## src/hw/sdram_pkg.sv

```systemverilog
`default_nettype none

package sdram_pkg;

  // {cs, ras, cas, we} as driven on the pins
  localparam logic [3:0] cmd_inhibit      = 4'b1111;
  localparam logic [3:0] cmd_nop          = 4'b0111;
  localparam logic [3:0] cmd_active       = 4'b0011;
  localparam logic [3:0] cmd_read         = 4'b0101;
  localparam logic [3:0] cmd_write        = 4'b0100;
  localparam logic [3:0] cmd_precharge    = 4'b0010;
  localparam logic [3:0] cmd_auto_refresh = 4'b0001;
  localparam logic [3:0] cmd_load_mode    = 4'b0000;

  // timing in 8 ns cycles
  localparam int t_rcd       = 3;   // 20 ns
  localparam int cas_latency = 3;
  localparam int burst_len   = 2;   // one 32-bit word = two beats
  localparam int t_rp        = 3;
  localparam int t_rc        = 9;   // 66 ns
  localparam logic [9:0] refresh_interval = 10'd960;  // ~7.7 us
  localparam logic [4:0] init_cycles      = 5'd25;    // short power-up count

  // step numbers of an access, ACTIVE is step 0
  localparam int step_rd_first = t_rcd + cas_latency;          // first read beat sampled
  localparam int step_rd_last  = step_rd_first + burst_len - 1;
  localparam int step_acc_end  = t_rcd + burst_len + t_rp;     // bank precharged, tRC met
  localparam int step_ref_end  = t_rc - 2;                      // next cmd lands on t_rc

  // mode register: wb enabled, std op, CL3, sequential, BL2
  localparam logic [12:0] mode_word = {3'b000, 1'b0, 2'b00, 3'(cas_latency), 1'b0, 3'b001};

  // word address split: bank | row | column word
  localparam int row_w  = 13;
  localparam int col_w  = 9;
  localparam int bank_w = 2;

  // memory-request interface widths
  localparam int mem_addr_w = 23;
  localparam int mem_data_w = 32;
  localparam int mem_be_w   = 4;

  typedef struct packed {
    logic [1:0] unused;
    logic       a10;      // auto-precharge
    logic [9:0] col;
  } sd_col_t;

  typedef struct packed {
    logic [2:0] reserved;
    logic       wb_mode;     // 0 = write burst enabled
    logic [1:0] op_mode;
    logic [2:0] cas_lat;
    logic       burst_type;  // 0 = sequential
    logic [2:0] burst_len;
  } sd_mode_t;

  // sd_addr seen as column/A10 or as mode word
  typedef union packed {
    sd_col_t  col;
    sd_mode_t mode;
  } sd_addr_u;

endpackage

`default_nettype wire

```

## src/hw/mem_req_if.sv

```systemverilog
`timescale 1ns/1ns
`default_nettype none

// one request in flight, ack is a single-cycle pulse
interface mem_req_if;

  logic                             req;
  logic                             we;     // 1 = write
  logic [sdram_pkg::mem_addr_w-1:0] addr;   // 32-bit word address
  logic [sdram_pkg::mem_data_w-1:0] wdata;
  logic [sdram_pkg::mem_be_w-1:0]   be;     // byte enables
  logic                             ack;
  logic [sdram_pkg::mem_data_w-1:0] rdata;  // valid with ack on reads

  modport requester (
    output req, we, addr, wdata, be,
    input  ack, rdata
  );

  modport server (
    input  req, we, addr, wdata, be,
    output ack, rdata
  );

  // observe only
  modport monitor (
    input req, we, addr, wdata, be, ack, rdata
  );

endinterface

`default_nettype wire

```

## src/hw/axil_port.sv

```systemverilog
`timescale 1ns/1ns
`default_nettype none

module axil_port (
  input  wire         clk125_mhz,
  input  wire         rst,
  // write address / data / response
  input  wire         awvalid,
  output logic        awready,
  input  wire  [24:0] awaddr,
  input  wire         wvalid,
  output logic        wready,
  input  wire  [31:0] wdata,
  input  wire  [3:0]  wstrb,
  output logic        bvalid,
  input  wire         bready,
  output logic [1:0]  bresp,
  // read address / data
  input  wire         arvalid,
  output logic        arready,
  input  wire  [24:0] araddr,
  output logic        rvalid,
  input  wire         rready,
  output logic [31:0] rdata,
  output logic [1:0]  rresp,
  mem_req_if.requester mem
);

  logic idle;       // no request out, no response waiting
  logic accept_rd;
  logic accept_wr;

  assign idle      = !mem.req && !bvalid && !rvalid;
  assign accept_rd = idle && arvalid;                        // read wins
  assign accept_wr = idle && !arvalid && awvalid && wvalid;  // aw and w together

  assign bresp = 2'b00;  // OKAY
  assign rresp = 2'b00;

  // --------------------------------------------------
  // handshake flags: idle -> request -> response
  always_ff @(posedge clk125_mhz) begin
    if (rst) begin
      awready <= 1'b0;
      wready  <= 1'b0;
      arready <= 1'b0;
      mem.req <= 1'b0;
      bvalid  <= 1'b0;
      rvalid  <= 1'b0;
    end else begin
      awready <= accept_wr;  // single-cycle ready pulses
      wready  <= accept_wr;
      arready <= accept_rd;
      if (accept_rd || accept_wr) mem.req <= 1'b1;  // req up with ready

      if (mem.req && mem.ack) begin
        mem.req <= 1'b0;
        bvalid  <= mem.we;    // response the cycle after ack
        rvalid  <= !mem.we;
      end

      if (bvalid && bready) bvalid <= 1'b0;
      if (rvalid && rready) rvalid <= 1'b0;
    end
  end

  // request fields and read data
  always_ff @(posedge clk125_mhz) begin
    if (accept_rd) begin
      mem.we   <= 1'b0;
      mem.addr <= araddr[sdram_pkg::mem_addr_w+1:2];  // byte -> word address
    end else if (accept_wr) begin
      mem.we    <= 1'b1;
      mem.addr  <= awaddr[sdram_pkg::mem_addr_w+1:2];
      mem.wdata <= wdata;
      mem.be    <= wstrb;
    end
    if (mem.req && mem.ack && !mem.we) rdata <= mem.rdata;  // held till rready
  end

  // --------------------------------------------------
  // response stays put under back-pressure
  a_b_hold: assert property (@(posedge clk125_mhz) disable iff (rst)
    bvalid && !bready |=> bvalid);
  a_r_hold: assert property (@(posedge clk125_mhz) disable iff (rst)
    rvalid && !rready |=> rvalid && $stable(rdata));

endmodule

`default_nettype wire

```

## src/flat_wrapper.sv

```systemverilog
// flat-port wrapper written by rule: the top's interface ports become plain ports
module axil_port_flat 
  (clk125_mhz, rst, awvalid, awready, awaddr, wvalid, wready, wdata, wstrb, bvalid, bready, bresp, arvalid, arready, araddr, rvalid, rready, rdata, rresp, mem_req, mem_we, mem_addr, mem_wdata, mem_be, mem_ack, mem_rdata);
  mem_req_if mem_i ();
  input  wire clk125_mhz;
  input  wire rst;
  input  wire awvalid;
  output logic awready;
  input  wire  [24:0] awaddr;
  input  wire wvalid;
  output logic wready;
  input  wire  [31:0] wdata;
  input  wire  [3:0] wstrb;
  output logic bvalid;
  input  wire bready;
  output logic [1:0] bresp;
  input  wire arvalid;
  output logic arready;
  input  wire  [24:0] araddr;
  output logic rvalid;
  input  wire rready;
  output logic [31:0] rdata;
  output logic [1:0] rresp;
  output wire logic [$bits(mem_i.req)-1:0] mem_req;
  output wire logic [$bits(mem_i.we)-1:0] mem_we;
  output wire logic [$bits(mem_i.addr)-1:0] mem_addr;
  output wire logic [$bits(mem_i.wdata)-1:0] mem_wdata;
  output wire logic [$bits(mem_i.be)-1:0] mem_be;
  input wire logic [$bits(mem_i.ack)-1:0] mem_ack;
  input wire logic [$bits(mem_i.rdata)-1:0] mem_rdata;
  assign mem_req = mem_i.req;
  assign mem_we = mem_i.we;
  assign mem_addr = mem_i.addr;
  assign mem_wdata = mem_i.wdata;
  assign mem_be = mem_i.be;
  assign mem_i.ack = mem_ack;
  assign mem_i.rdata = mem_rdata;
  axil_port u_core (.clk125_mhz(clk125_mhz), .rst(rst), .awvalid(awvalid), .awready(awready), .awaddr(awaddr), .wvalid(wvalid), .wready(wready), .wdata(wdata), .wstrb(wstrb), .bvalid(bvalid), .bready(bready), .bresp(bresp), .arvalid(arvalid), .arready(arready), .araddr(araddr), .rvalid(rvalid), .rready(rready), .rdata(rdata), .rresp(rresp), .mem(mem_i));
endmodule
```

## config.mk

```make
export PLATFORM = sky130hd
export DESIGN_NAME = axil_port_flat
export DESIGN_NICKNAME = d
export VERILOG_FILES = /design/src/hw/sdram_pkg.sv /design/src/hw/mem_req_if.sv /design/src/hw/axil_port.sv /design/src/flat_wrapper.sv
export SDC_FILE = /design/constraint.sdc
export NUM_CORES = 1
export LEC_CHECK = 0
export BUFFER_PORTS_ARGS = -buffer_cell sky130_fd_sc_hd__buf_2
export CAP_MARGIN = 20
export CORE_MARGIN = 2
export CORE_UTILIZATION = 37
export DETAILED_ROUTE_END_ITERATION = 8
export MAX_ROUTING_LAYER = met4
export PLACE_DENSITY = 0.75
export SYNTH_ARGS = -nofsm -noshare
export SYNTH_HDL_FRONTEND = slang
export SYNTH_SLANG_ARGS = --single-unit
```

## constraint.sdc

```tcl
create_clock -name clk125_mhz -period 2.8 [get_ports clk125_mhz]
set_clock_uncertainty 0.15 [all_clocks]
set_input_delay 0.28 -clock clk125_mhz [delete_from_list [all_inputs] [get_ports clk125_mhz]]
set_output_delay 0.28 -clock clk125_mhz [all_outputs]
set_load 0.01 [all_outputs]
```

==> metrics.md <==
| Metric | Value |
|---|---|
| Total leakage power | `2.37 nW` |
| Achievable frequency | `0.539 GHz` |
| Reg area | `0.00285 sq mm` |
| Async S/R FF share, synth | `0%` |
| WHS Path Cells | `2` |
| Fraction of final layout cells with drive strength greater than 1 | `58.9%` |
| Unrepaired setup endpoints after global routing | `no` |
| Worst min-delay path class | `in2reg` |
| Number of rows created at floorplan | `34` |
| Top metal layer carrying routed signals | `met4` |
| CTS tree | `yes` |
| PD cells | `571 mW/mm^2` |
| DR WL met2 | `4.52 mm` |
| Max Fanout on Critical Path | `25` |
| Number of I/O port buffers | `219` |
| Number of buffers created by CTS | `9` |
| Synthesized cell area | `0.00340 sq mm` |
| Number of I/O pins | `228` |
| Die Span Y | `99.8 um` |
| Result of the run | `complete, no violations` |
| Peak VDD IR | `277 uV` |
| Buffer cell driving the clock tree root | `sky130_fd_sc_hd__clkbuf_8` |
| End point of the critical path | `u_core.mem.addr[1]` |
| Average via count per standard cell | `4.39` |
| Crit. Startpoint | `u_core.mem.req` |
| Capture point of the worst reg-to-reg path | `u_core.mem.addr[1]` |
| Met1 layer wirelength in the final routing | `3.08 mm` |
| Area growth, synth to finish | `61.0%` |
| Area of all placed cells without fillers | `0.00547 sq mm` |
| Number of pins with negative max-slew slack in the final report | `0` |
| Pin count of the biggest net entering global routing | `37` |
| Slew of the pin with the lowest slew margin | `0.918 ns` |
| Pwr Total | `0.00312 W` |
| Post-CTS setup buffer count | `0` |
| Starting density of the core | `38.6%` |
| Placer congestion estimate | `0.754` |
| Initial antenna violation count | `0` |
| Number of synthesis warnings | `0` |
| Crit start category | `flip-flop` |
| Synthesis-stage register bit count | `97` |
| Number of violations reported at the end of detailed-routing iteration 0 | `23` |
| Final setup violation count | `0` |
| Max clock buf depth | `2` |
| Final count of hold timing violations | `0` |
| Fill cell total of the finished layout | `666` |
| Max-cap violation count | `0` |
| Register area share after synthesis | `84.0%` |
| Gate count of the mapped netlist | `148` |
| Placeable Area | `0.00881 sq mm` |
| Depth of the worst register-to-register path | `3` |
| Total negative slack for setup checks | `0 ns` |
| Final critical path time including I/O delays and setup | `1.85 ns` |
| Deepest level of the CTS H-tree | `3` |
| Average size of a mapped cell | `22.9 sq um` |
| Total track usage | `17.5%` |
| Cell with the most instances after synthesis | `sky130_fd_sc_hd__edfxtp_1` |
| Worst slack at placement | `0.916 ns` |
| Wire length of the first global-routing pass | `12.6 mm` |
| Full die area | `0.00996 sq mm` |
| Start point of the worst hold path | `rst` |
| Antenna Cells | `0` |
| Total number of vias | `2452` |
| Placed instance area | `0.00457 sq mm` |
| Remaining DRCs | `0` |
| Max_slew headroom | `38.7%` |
| Count of clock tree sinks | `97` |
| Number of global-route vias before repair | `2582` |
| Area fraction of the dominant cell type after synthesis | `80.5%` |
| Type of the setup path with the least slack | `reg2reg` |
| Number of unique standard cell types used by synthesis | `20` |
| Critical path arrival | `1.81 ns` |
| Die width | `99.8 um` |
| Global-route congestion overflow total | `0` |
| Most frequently used flop master after synthesis | `sky130_fd_sc_hd__edfxtp_1` |
| Routed wire length | `8.62 mm` |
| Multi-input combinational cell area | `470 sq um` |
| Launch point of the worst reg-to-reg path | `u_core.mem.req` |
| Number of search-and-repair iterations in the first detailed-routing pass | `4` |
| Clock slew at the register clock pins of the worst setup and hold paths | `0.09 ns` |
| Antenna Nets Post-Route | `0` |
| Routed WL per cell | `15.4 um` |
| Post-synth top area cell | `sky130_fd_sc_hd__edfxtp_1` |
| Setup slack after layout | `0.945 ns` |
| Crit path capture type | `flip-flop` |
| Cells taking the most area after synthesis | `sky130_fd_sc_hd__edfxtp_1 (80%), sky130_fd_sc_hd__mux2_4 (8.0%), sky130_fd_sc_hd__dfxtp_1 (3.5%)` |
| Post-detailed-placement half-perimeter wirelength | `5.69 mm` |
| Total Nets Final | `571` |
| Latest clock arrival within the worst-skew pair | `0.34 ns` |
| Number of synthesized flops with an enable pin | `91` |
| Period utilisation layout | `66.2%` |
| Register-to-Register Setup Slack | `0.95 ns` |
| List of most frequent post-synthesis cells | `sky130_fd_sc_hd__edfxtp_1 (91), sky130_fd_sc_hd__mux2_4 (18), sky130_fd_sc_hd__dfxtp_1 (6)` |
| Worst Path Required | `2.76 ns` |
| Met3 Routed Length | `855 um` |
-- layout by cell type, fill, tap and decap left out, types with 2 or more instances in the layout --
cell / count
sky130_fd_sc_hd__edfxtp_1: 91
sky130_fd_sc_hd__mux2_4: 18
sky130_fd_sc_hd__nor2_4: 2
sky130_fd_sc_hd__nor2b_1: 2
sky130_fd_sc_hd__clkbuf_8: 9
sky130_fd_sc_hd__buf_4: 2
sky130_fd_sc_hd__conb_1: 4
sky130_fd_sc_hd__mux2_2: 5
sky130_fd_sc_hd__clkinv_2: 2
sky130_fd_sc_hd__a21oi_1: 4
sky130_fd_sc_hd__inv_6: 2
sky130_fd_sc_hd__buf_2: 219
sky130_fd_sc_hd__dfxtp_1: 6
sky130_fd_sc_hd__dlygate4sd3_1: 70
-- worst max-delay path, stage by stage (launching register included) --
cell,delay [ns]
sky130_fd_sc_hd__dfxtp_1,0.35
sky130_fd_sc_hd__nor3_2,0.26
sky130_fd_sc_hd__and2_4,0.45
sky130_fd_sc_hd__mux2_2,0.38
-- report_power, final --
part	internal (W)	switching (W)
combinational	0.000264	0.000221
sequential	0.00171	0.0000297
clock	0.000417	0.000478
total	0.00239	0.000729
-- worst min-delay path by stage --
stage	slack, ns	end
final	0.02	u_core.arready
after global routing	0.01	u_core.arready
after CTS	0.007	u_core.arready
after detailed placement	0.31	u_core.mem.wdata[6]
after global placement	0.31	u_core.rdata[7]
after floorplan	0.20	u_core.arready
-- area by class of cell --
| type | instances | area share (%) |
|---|---|---|
| clock buffer | 10 | 2.33 |
| tap | 108 | 2.47 |
| timing repair buffer | 291 | 33.1 |
| inverter | 1 | 0.0687 |
| sequential | 97 | 52.2 |
| multi-input combinational | 45 | 8.61 |
| clock inverter | 6 | 1.19 |
-- cells by family after synthesis --
| family | Yosys count | share of synthesized area (%) |
|---|---|---|
| DFF | 97 | 84.0 |
| and+or+nand+nor | 11 | 1.92 |
| AOI/OAI and AO/OA | 7 | 1.36 |
| muxes | 23 | 9.62 |
| buffers and inverters | 9 | 2.98 |
| other | 1 | 0.110 |
-- through the flow --
stage	util [%]	cells	hold WS, ns
finish	62.1	558	0.0216
global route	62.1	558	0.0137
CTS	62.1	558	0.00731
detailed placement	51.9	472	0.308
global placement	51.9	472	0.307
floorplan	-	151	0.202
-- metal layers --
layer  vias to the layer above  track usage [%]
met3                        13             6.06
met2                       150             32.2
met4                         0             5.90
li1                       1153                -
met5                         -                -
met1                      1136             17.2
-- registers in the layout (all words and copies together), names as in the netlist --
signal            count
u_core.arready        1
u_core.rvalid         1
u_core.mem.be         4
u_core.mem.wdata     32
u_core.awready        1
u_core.mem.addr      23
u_core.mem.we         1
u_core.rdata         32
u_core.mem.req        1
u_core.bvalid         1
-- timing repair --
item / 4_1_cts / 5_1_grt
endpoints found under the hold margin: 70 / 0
gates resized for setup: 0 / 0
hold buffers: 70 / 0
Power figures use the tool's default switching activity.
