--- config.mk ---
export PLATFORM = sky130hd
export DESIGN_NAME = sdram_arbiter_flat
export DESIGN_NICKNAME = d
export VERILOG_FILES = /design/src/hw/sdram_pkg.sv /design/src/hw/mem_req_if.sv /design/src/hw/sdram_arbiter.sv /design/src/flat_wrapper.sv
export SDC_FILE = /design/constraint.sdc
export NUM_CORES = 1
export LEC_CHECK = 0
export BUFFER_PORTS_ARGS = -buffer_cell sky130_fd_sc_hd__buf_2
export CAP_MARGIN = 5
export CORE_AREA = 2 2 112 114
export CTS_BUF_LIST = sky130_fd_sc_hd__clkbuf_2
export DETAILED_ROUTE_END_ITERATION = 7
export DIE_AREA = 0 0 114 116
export GPL_TIMING_DRIVEN = 0
export SYNTH_ARGS = -nofsm -noshare
export SYNTH_HDL_FRONTEND = slang
export SYNTH_SLANG_ARGS = --single-unit
--- constraint.sdc ---
create_clock -name clk125_mhz -period 1.6 [get_ports clk125_mhz]
set_clock_uncertainty 0.05 [all_clocks]
set_input_delay 0.16 -clock clk125_mhz [delete_from_list [all_inputs] [get_ports clk125_mhz]]
set_output_delay 0.16 -clock clk125_mhz [all_outputs]
set_load 0.01 [all_outputs]
--- src/hw/sdram_pkg.sv ---
`default_nettype none

package sdram_pkg;

  // {cs, ras, cas, we} as driven on the pins
  localparam logic [3:0] cmd_inhibit      = 4'b1111;
  localparam logic [3:0] cmd_nop          = 4'b0111;
  localparam logic [3:0] cmd_active       = 4'b0011;
  localparam logic [3:0] cmd_read         = 4'b0101;
  localparam logic [3:0] cmd_write        = 4'b0100;
  localparam logic [3:0] cmd_precharge    = 4'b0010;
  localparam logic [3:0] cmd_auto_refresh = 4'b0001;
  localparam logic [3:0] cmd_load_mode    = 4'b0000;

  // timing in 8 ns cycles
  localparam int t_rcd       = 3;   // 20 ns
  localparam int cas_latency = 3;
  localparam int burst_len   = 2;   // one 32-bit word = two beats
  localparam int t_rp        = 3;
  localparam int t_rc        = 9;   // 66 ns
  localparam logic [9:0] refresh_interval = 10'd960;  // ~7.7 us
  localparam logic [4:0] init_cycles      = 5'd25;    // short power-up count

  // step numbers of an access, ACTIVE is step 0
  localparam int step_rd_first = t_rcd + cas_latency;          // first read beat sampled
  localparam int step_rd_last  = step_rd_first + burst_len - 1;
  localparam int step_acc_end  = t_rcd + burst_len + t_rp;     // bank precharged, tRC met
  localparam int step_ref_end  = t_rc - 2;                      // next cmd lands on t_rc

  // mode register: wb enabled, std op, CL3, sequential, BL2
  localparam logic [12:0] mode_word = {3'b000, 1'b0, 2'b00, 3'(cas_latency), 1'b0, 3'b001};

  // word address split: bank | row | column word
  localparam int row_w  = 13;
  localparam int col_w  = 9;
  localparam int bank_w = 2;

  // memory-request interface widths
  localparam int mem_addr_w = 23;
  localparam int mem_data_w = 32;
  localparam int mem_be_w   = 4;

  typedef struct packed {
    logic [1:0] unused;
    logic       a10;      // auto-precharge
    logic [9:0] col;
  } sd_col_t;

  typedef struct packed {
    logic [2:0] reserved;
    logic       wb_mode;     // 0 = write burst enabled
    logic [1:0] op_mode;
    logic [2:0] cas_lat;
    logic       burst_type;  // 0 = sequential
    logic [2:0] burst_len;
  } sd_mode_t;

  // sd_addr seen as column/A10 or as mode word
  typedef union packed {
    sd_col_t  col;
    sd_mode_t mode;
  } sd_addr_u;

endpackage

`default_nettype wire

--- src/hw/mem_req_if.sv ---
`timescale 1ns/1ns
`default_nettype none

// one request in flight, ack is a single-cycle pulse
interface mem_req_if;

  logic                             req;
  logic                             we;     // 1 = write
  logic [sdram_pkg::mem_addr_w-1:0] addr;   // 32-bit word address
  logic [sdram_pkg::mem_data_w-1:0] wdata;
  logic [sdram_pkg::mem_be_w-1:0]   be;     // byte enables
  logic                             ack;
  logic [sdram_pkg::mem_data_w-1:0] rdata;  // valid with ack on reads

  modport requester (
    output req, we, addr, wdata, be,
    input  ack, rdata
  );

  modport server (
    input  req, we, addr, wdata, be,
    output ack, rdata
  );

  // observe only
  modport monitor (
    input req, we, addr, wdata, be, ack, rdata
  );

endinterface

`default_nettype wire

--- src/hw/sdram_arbiter.sv ---
`timescale 1ns/1ns
`default_nettype none

module sdram_arbiter (
  input  wire          clk125_mhz,
  input  wire          rst,
  mem_req_if.server    p0,
  mem_req_if.server    p1,
  mem_req_if.requester mem
);

  logic [1:0] grant;    // one-hot, bit 0 = port 0
  logic       last_p1;  // port 1 was served last

  // grant is held for the whole request, moves on ack
  always_ff @(posedge clk125_mhz) begin
    if (rst) begin
      grant   <= 2'b00;
      last_p1 <= 1'b1;  // port 0 first
      mem.req <= 1'b0;
    end else begin
      if (grant == 2'b00) begin
        if (p0.req && (!p1.req || last_p1)) grant <= 2'b01;
        else if (p1.req) grant <= 2'b10;
      end else if (mem.ack) begin
        last_p1 <= grant[1];
        if (grant[0] && p1.req) grant <= 2'b10;       // hand over
        else if (grant[1] && p0.req) grant <= 2'b01;
        else grant <= 2'b00;
      end

      // req one cycle behind the grant, dropped on ack
      if (mem.ack) mem.req <= 1'b0;
      else mem.req <= (grant[0] && p0.req) || (grant[1] && p1.req);
    end
  end

  // fields from the granted port
  assign mem.we    = grant[1] ? p1.we    : p0.we;
  assign mem.addr  = grant[1] ? p1.addr  : p0.addr;
  assign mem.wdata = grant[1] ? p1.wdata : p0.wdata;
  assign mem.be    = grant[1] ? p1.be    : p0.be;

  // ack and data back to the owner only
  assign p0.ack   = mem.ack && grant[0];
  assign p1.ack   = mem.ack && grant[1];
  assign p0.rdata = grant[0] ? mem.rdata : '0;
  assign p1.rdata = grant[1] ? mem.rdata : '0;

  a_grant_onehot: assert property (@(posedge clk125_mhz) disable iff (rst)
    $onehot0(grant));
  a_grant_stable: assert property (@(posedge clk125_mhz) disable iff (rst)
    mem.req && !mem.ack |=> $stable(grant));

endmodule

`default_nettype wire

--- src/flat_wrapper.sv ---
// flat-port wrapper written by rule: the top's interface ports become plain ports
module sdram_arbiter_flat 
  (clk125_mhz, rst, p0_req, p0_we, p0_addr, p0_wdata, p0_be, p0_ack, p0_rdata, p1_req, p1_we, p1_addr, p1_wdata, p1_be, p1_ack, p1_rdata, mem_req, mem_we, mem_addr, mem_wdata, mem_be, mem_ack, mem_rdata);
  mem_req_if p0_i ();
  mem_req_if p1_i ();
  mem_req_if mem_i ();
  input  wire clk125_mhz;
  input  wire rst;
  input wire logic [$bits(p0_i.req)-1:0] p0_req;
  input wire logic [$bits(p0_i.we)-1:0] p0_we;
  input wire logic [$bits(p0_i.addr)-1:0] p0_addr;
  input wire logic [$bits(p0_i.wdata)-1:0] p0_wdata;
  input wire logic [$bits(p0_i.be)-1:0] p0_be;
  output wire logic [$bits(p0_i.ack)-1:0] p0_ack;
  output wire logic [$bits(p0_i.rdata)-1:0] p0_rdata;
  input wire logic [$bits(p1_i.req)-1:0] p1_req;
  input wire logic [$bits(p1_i.we)-1:0] p1_we;
  input wire logic [$bits(p1_i.addr)-1:0] p1_addr;
  input wire logic [$bits(p1_i.wdata)-1:0] p1_wdata;
  input wire logic [$bits(p1_i.be)-1:0] p1_be;
  output wire logic [$bits(p1_i.ack)-1:0] p1_ack;
  output wire logic [$bits(p1_i.rdata)-1:0] p1_rdata;
  output wire logic [$bits(mem_i.req)-1:0] mem_req;
  output wire logic [$bits(mem_i.we)-1:0] mem_we;
  output wire logic [$bits(mem_i.addr)-1:0] mem_addr;
  output wire logic [$bits(mem_i.wdata)-1:0] mem_wdata;
  output wire logic [$bits(mem_i.be)-1:0] mem_be;
  input wire logic [$bits(mem_i.ack)-1:0] mem_ack;
  input wire logic [$bits(mem_i.rdata)-1:0] mem_rdata;
  assign p0_i.req = p0_req;
  assign p0_i.we = p0_we;
  assign p0_i.addr = p0_addr;
  assign p0_i.wdata = p0_wdata;
  assign p0_i.be = p0_be;
  assign p0_ack = p0_i.ack;
  assign p0_rdata = p0_i.rdata;
  assign p1_i.req = p1_req;
  assign p1_i.we = p1_we;
  assign p1_i.addr = p1_addr;
  assign p1_i.wdata = p1_wdata;
  assign p1_i.be = p1_be;
  assign p1_ack = p1_i.ack;
  assign p1_rdata = p1_i.rdata;
  assign mem_req = mem_i.req;
  assign mem_we = mem_i.we;
  assign mem_addr = mem_i.addr;
  assign mem_wdata = mem_i.wdata;
  assign mem_be = mem_i.be;
  assign mem_i.ack = mem_ack;
  assign mem_i.rdata = mem_rdata;
  sdram_arbiter u_core (.clk125_mhz(clk125_mhz), .rst(rst), .p0(p0_i), .p1(p1_i), .mem(mem_i));
endmodule
==> impl.org <==
** Status
- The flow ran to the end, and the final reports show no timing, DRC or antenna violations.

** Synthesis
- Counting flops with a built-in enable in the synthesized netlist gives 0.
- Of the post-synthesis cell area, the part taken by muxes is 51.57%.
- Synth Register Bits :: 4
- Counting flops with an async set or reset pin after synthesis yields a share of 0%.
- Synth Area in Simple Gates :: 32.16%
- Yosys instantiated no cell more often than sky130_fd_sc_hd__and2_1.
- Avg Inst Size Synth :: 8.623 sq um
- The synthesized netlist devotes 3.789% of its cell area to compound gates.
- The synthesized netlist occupies a cell area of 0.001354 sq mm.
- Of the total synthesized cell area, the portion taken by XOR and XNOR cells is 0%.
- After synthesis, the largest family of logic cells by area is multiplexers.
- The most used flip-flop cell after synthesis is sky130_fd_sc_hd__dfxtp_1.
- Seq/Total Area, Yosys :: 5.915%
- Area share of fa/ha/maj cells after synthesis :: 0%
- Post-Synthesis Net Count :: 314
- The biggest area contributor in the post-synthesis netlist is sky130_fd_sc_hd__mux2_2.
- The synthesized netlist contains 18 unique library cells.
- Synth warn :: 0
- Share of the synthesized area in the top cell type :: 44.92%
- List of most frequent post-synthesis cells :: sky130_fd_sc_hd__and2_1 (65), sky130_fd_sc_hd__mux2_2 (54), sky130_fd_sc_hd__clkbuf_1 (6), sky130_fd_sc_hd__mux2_4 (6), sky130_fd_sc_hd__buf_2 (5)
- The cell count after synthesis came out at 157.
- Largest cells by area after synthesis :: sky130_fd_sc_hd__mux2_2 (45%), sky130_fd_sc_hd__and2_1 (30%), sky130_fd_sc_hd__mux2_4 (6.7%)

** Finish
- Compared with the post-synthesis result, the final layout area differs by 132.3%.
- Count of fill cells added during filler insertion :: between 1000 and 1500
- In the final design database the tool counted 606 nets.
- Once layout is complete, the cells apart from fillers number a little under 600.
- Measured on the finished design, the core utilization comes to roughly a quarter.
- In the final layout, the share of cells above drive strength 1 is between 80% and 90%.

** Clock tree
- In this run the number of H-tree levels came out at 1.
- Hold-fix buffer count after cts :: 0
- Number of buffers on the longest clock path :: 2
- After clock tree synthesis, the clock-pin slew on the worst setup and hold paths is 0.05 ns.
- Clock network latency to the later pin of the worst-skew pair :: about 0.21 ns
- The tree is rooted in a sky130_fd_sc_hd__clkbuf_2.
- TritonCTS clock tree :: yes
- The clock net in this run drives a total of 4 sinks.
- Number of buffers inserted during clock tree synthesis :: 3

** Critical path
- Critical Setup Path Class :: reg2out
- WP buf/inv :: 4
- At the worst endpoint, the required time is ~1.4 ns.
- The worst setup path is captured at a primary output.
- STA puts the critical path data arrival time at 1.38 ns.
- The critical path goes through buf_8 > buf_8 > buf_8 > mux2_4 > buf_6.
- Startpoint of the worst register-to-register path :: u_core.grant[1]
- CP startpoint kind :: register
- Worst setup startpoint :: u_core.grant[1]
- Crit-path max FO :: 7
- Critical-path top delay cell :: sky130_fd_sc_hd__dfxtp_2
- On the worst path, the slowest cell contributes a delay of 0.35 ns.
- Dominant cell type by count on the critical path :: sky130_fd_sc_hd__buf_8
- Top cell family by delay on the critical path :: buffers and inverters

** Timing
- Final number of setup-violating endpoints :: 0
- The number of hold-slack violations in the final timing report was 0.
- Headroom to the max-slew limit came out at 79.14%.
- Setup slack closes at 0.006180 ns.
- Setup repair after global routing could not meet its margin everywhere.
- For the pin with the worst max-slew slack, the measured transition is between 0.3 and 0.4 ns.
- On the final layout, the worst hold slack is 0.1024 ns.
- Static timing analysis puts the maximum clock frequency at between 0.6 and 0.7 GHz.
- The clock period could shrink to 1.594 ns.
- Share of the clock period used by the worst path :: 99.61%
- Final number of max-transition violations :: 0

** Routing
- In this run the remaining antenna-violating nets after routing total 0.
- Wires add up to 7708 microns.
- After the first detailed-routing iteration, the DRC count stood at 40.
- In the routed layout, each cell is associated on average with a via count of 3.771.
- Routed length on met2 :: 4062 microns
- Across all layers, the routed design uses 2244 vias.
- For this run, the detailed router's first-pass iteration total came to 4.
- After detailed routing, no signal wire sits above met4.
- For this block, wires on met1 add up to ~2900 microns.
- Summed over all nets, wire length on met3 after detailed routing comes to between 700 and 800 microns.
- For this run, design rule violations remaining after detail routing come to 0.
- Dividing the detail-routed wire length by the instance count gives 12.95 microns.

** Placed design
- During placement, the flow inserted port buffers numbering 283.
- Including well taps, the total number of placed cells is about 590.
- Before CTS, the worst setup slack after placement is 0.1440 ns.
- Final RePlAce weighted congestion :: 0.7183
- Summed over all nets, the half-perimeter wirelength after detailed placement is 6683 microns.

** Global route
- The number of antenna violations at the first check in global routing is 1.
- Pin count of the biggest net entering global routing :: 11
- First-pass GRT wire length :: roughly 10000 microns
- Via count of the first global-routing pass :: 2025
- Global router's overall resource usage :: 9.767%
- For this run the aggregate overflow at the end of global routing stands at 0.

** Floorplan
- Die H :: 116 microns
- Number of placement rows :: 40
- The die covers 0.01322 sq mm.
- The die is 114 microns wide.
- Effective utilization at floorplan :: 11.37%
- The core region is approximately 0.012 sq mm.
- IO Count :: 284

** Power
- The design draws 1.192 mW.
- Worst voltage drop across the vdd grid :: 0.0001094 V
- Total leakage power :: around 1.8 nW
- Total power per unit cell area :: 379.1 mW/mm^2

** Min path
- Min-Delay Startpoint :: rst
- In this run the worst hold path is classified as in2reg.

** Run
- Across the run, the number of max-cap violations was 0.
==> path summary, 6_finish.rpt <==
path	endpoint	slack [ns]	cells after the start
worst max-delay path	mem_addr[9]	0.006	5
worst min-delay path	u_core.grant[1]	0.10	2
worst max register to register	u_core.last_p1	0.32	5
worst min register to register	u_core.last_p1	0.47	1
==> cells in the final DEF, fill, tap and decap left out <==
cell,Yosys,final
sky130_fd_sc_hd__a31oi_1,2,2
sky130_fd_sc_hd__o21ai_1,1,1
sky130_fd_sc_hd__clkbuf_1,6,1
sky130_fd_sc_hd__or3b_1,1,1
sky130_fd_sc_hd__nand2b_1,1,1
sky130_fd_sc_hd__buf_8,0,4
sky130_fd_sc_hd__a211o_1,1,1
sky130_fd_sc_hd__mux2_4,6,9
sky130_fd_sc_hd__nor3_1,2,2
sky130_fd_sc_hd__a211oi_2,1,1
sky130_fd_sc_hd__buf_4,0,5
sky130_fd_sc_hd__mux2_2,54,51
sky130_fd_sc_hd__and2_1,65,65
sky130_fd_sc_hd__a22oi_1,1,1
sky130_fd_sc_hd__inv_1,2,2
sky130_fd_sc_hd__diode_2,0,1
sky130_fd_sc_hd__dfxtp_2,0,2
sky130_fd_sc_hd__clkbuf_2,0,8
sky130_fd_sc_hd__a21oi_1,1,1
sky130_fd_sc_hd__buf_16,0,1
sky130_fd_sc_hd__buf_6,3,10
sky130_fd_sc_hd__dfxtp_1,4,2
sky130_fd_sc_hd__nand2_1,1,1
sky130_fd_sc_hd__buf_12,0,1
sky130_fd_sc_hd__buf_2,5,274
==> through the flow <==
stage,area [sq um],setup TNS [ns]
3_5_place_dp,2954,0
4_1_cts,3089,-0.5498
5_1_grt,3146,-2.044
6_report,3146,0
3_3_place_gp,2954,0
2_1_floorplan,1354,0
==> per-layer routing <==
| metal | track usage [%] | vias to the layer above |
|---|---|---|
| met3 | 1.674 | 2 |
| met2 | 19.37 | 154 |
| met1 | 10.50 | 971 |
| li1 | - | 1117 |
| met4 | 2.927 | 0 |
| met5 | 0 | - |
==> cell type report <==
type	count	area [sq um]	area share (%)
Timing Repair Buffer	287	1535	48.81
Inverter	2	7.507	0.2387
Multi-Input combinational cell	137	1196	38.03
Tap cell	147	183.9	5.847
Buffer	14	122.6	3.898
Antenna cell	1	2.502	0.07955
Sequential cell	4	82.58	2.625
Clock buffer	3	15.01	0.4773
==> where the power goes <==
group	total [mW]	internal (mW)	switching, mW
Combinational	0.979	0.558	0.420
Clock	0.0941	0.0505	0.0436
Sequential	0.120	0.108	0.0114
Total	1.19	0.717	0.475
==> state kept, by name, summed over array words and instances (netlist names) <==
| register | cells |
|---|---|
| u_core.mem.req | 1 |
| u_core.grant | 2 |
| u_core.last_p1 | 1 |
==> what timing repair did <==
action / 4_1_cts / 5_1_grt
gates cloned: 2 / 0
resized for setup: 22 / 11
endpoints found under the setup margin: 107 / 62
setup buffers: 1 / 1
==> kinds of logic after synthesis <==
family | count (synthesis)
multiplexers | 60
flip-flops | 4
AND/OR/NAND/NOR | 70
AO/OA/AOI/OAI | 7
buffers and inverters | 16
Power figures use the tool's default switching activity.
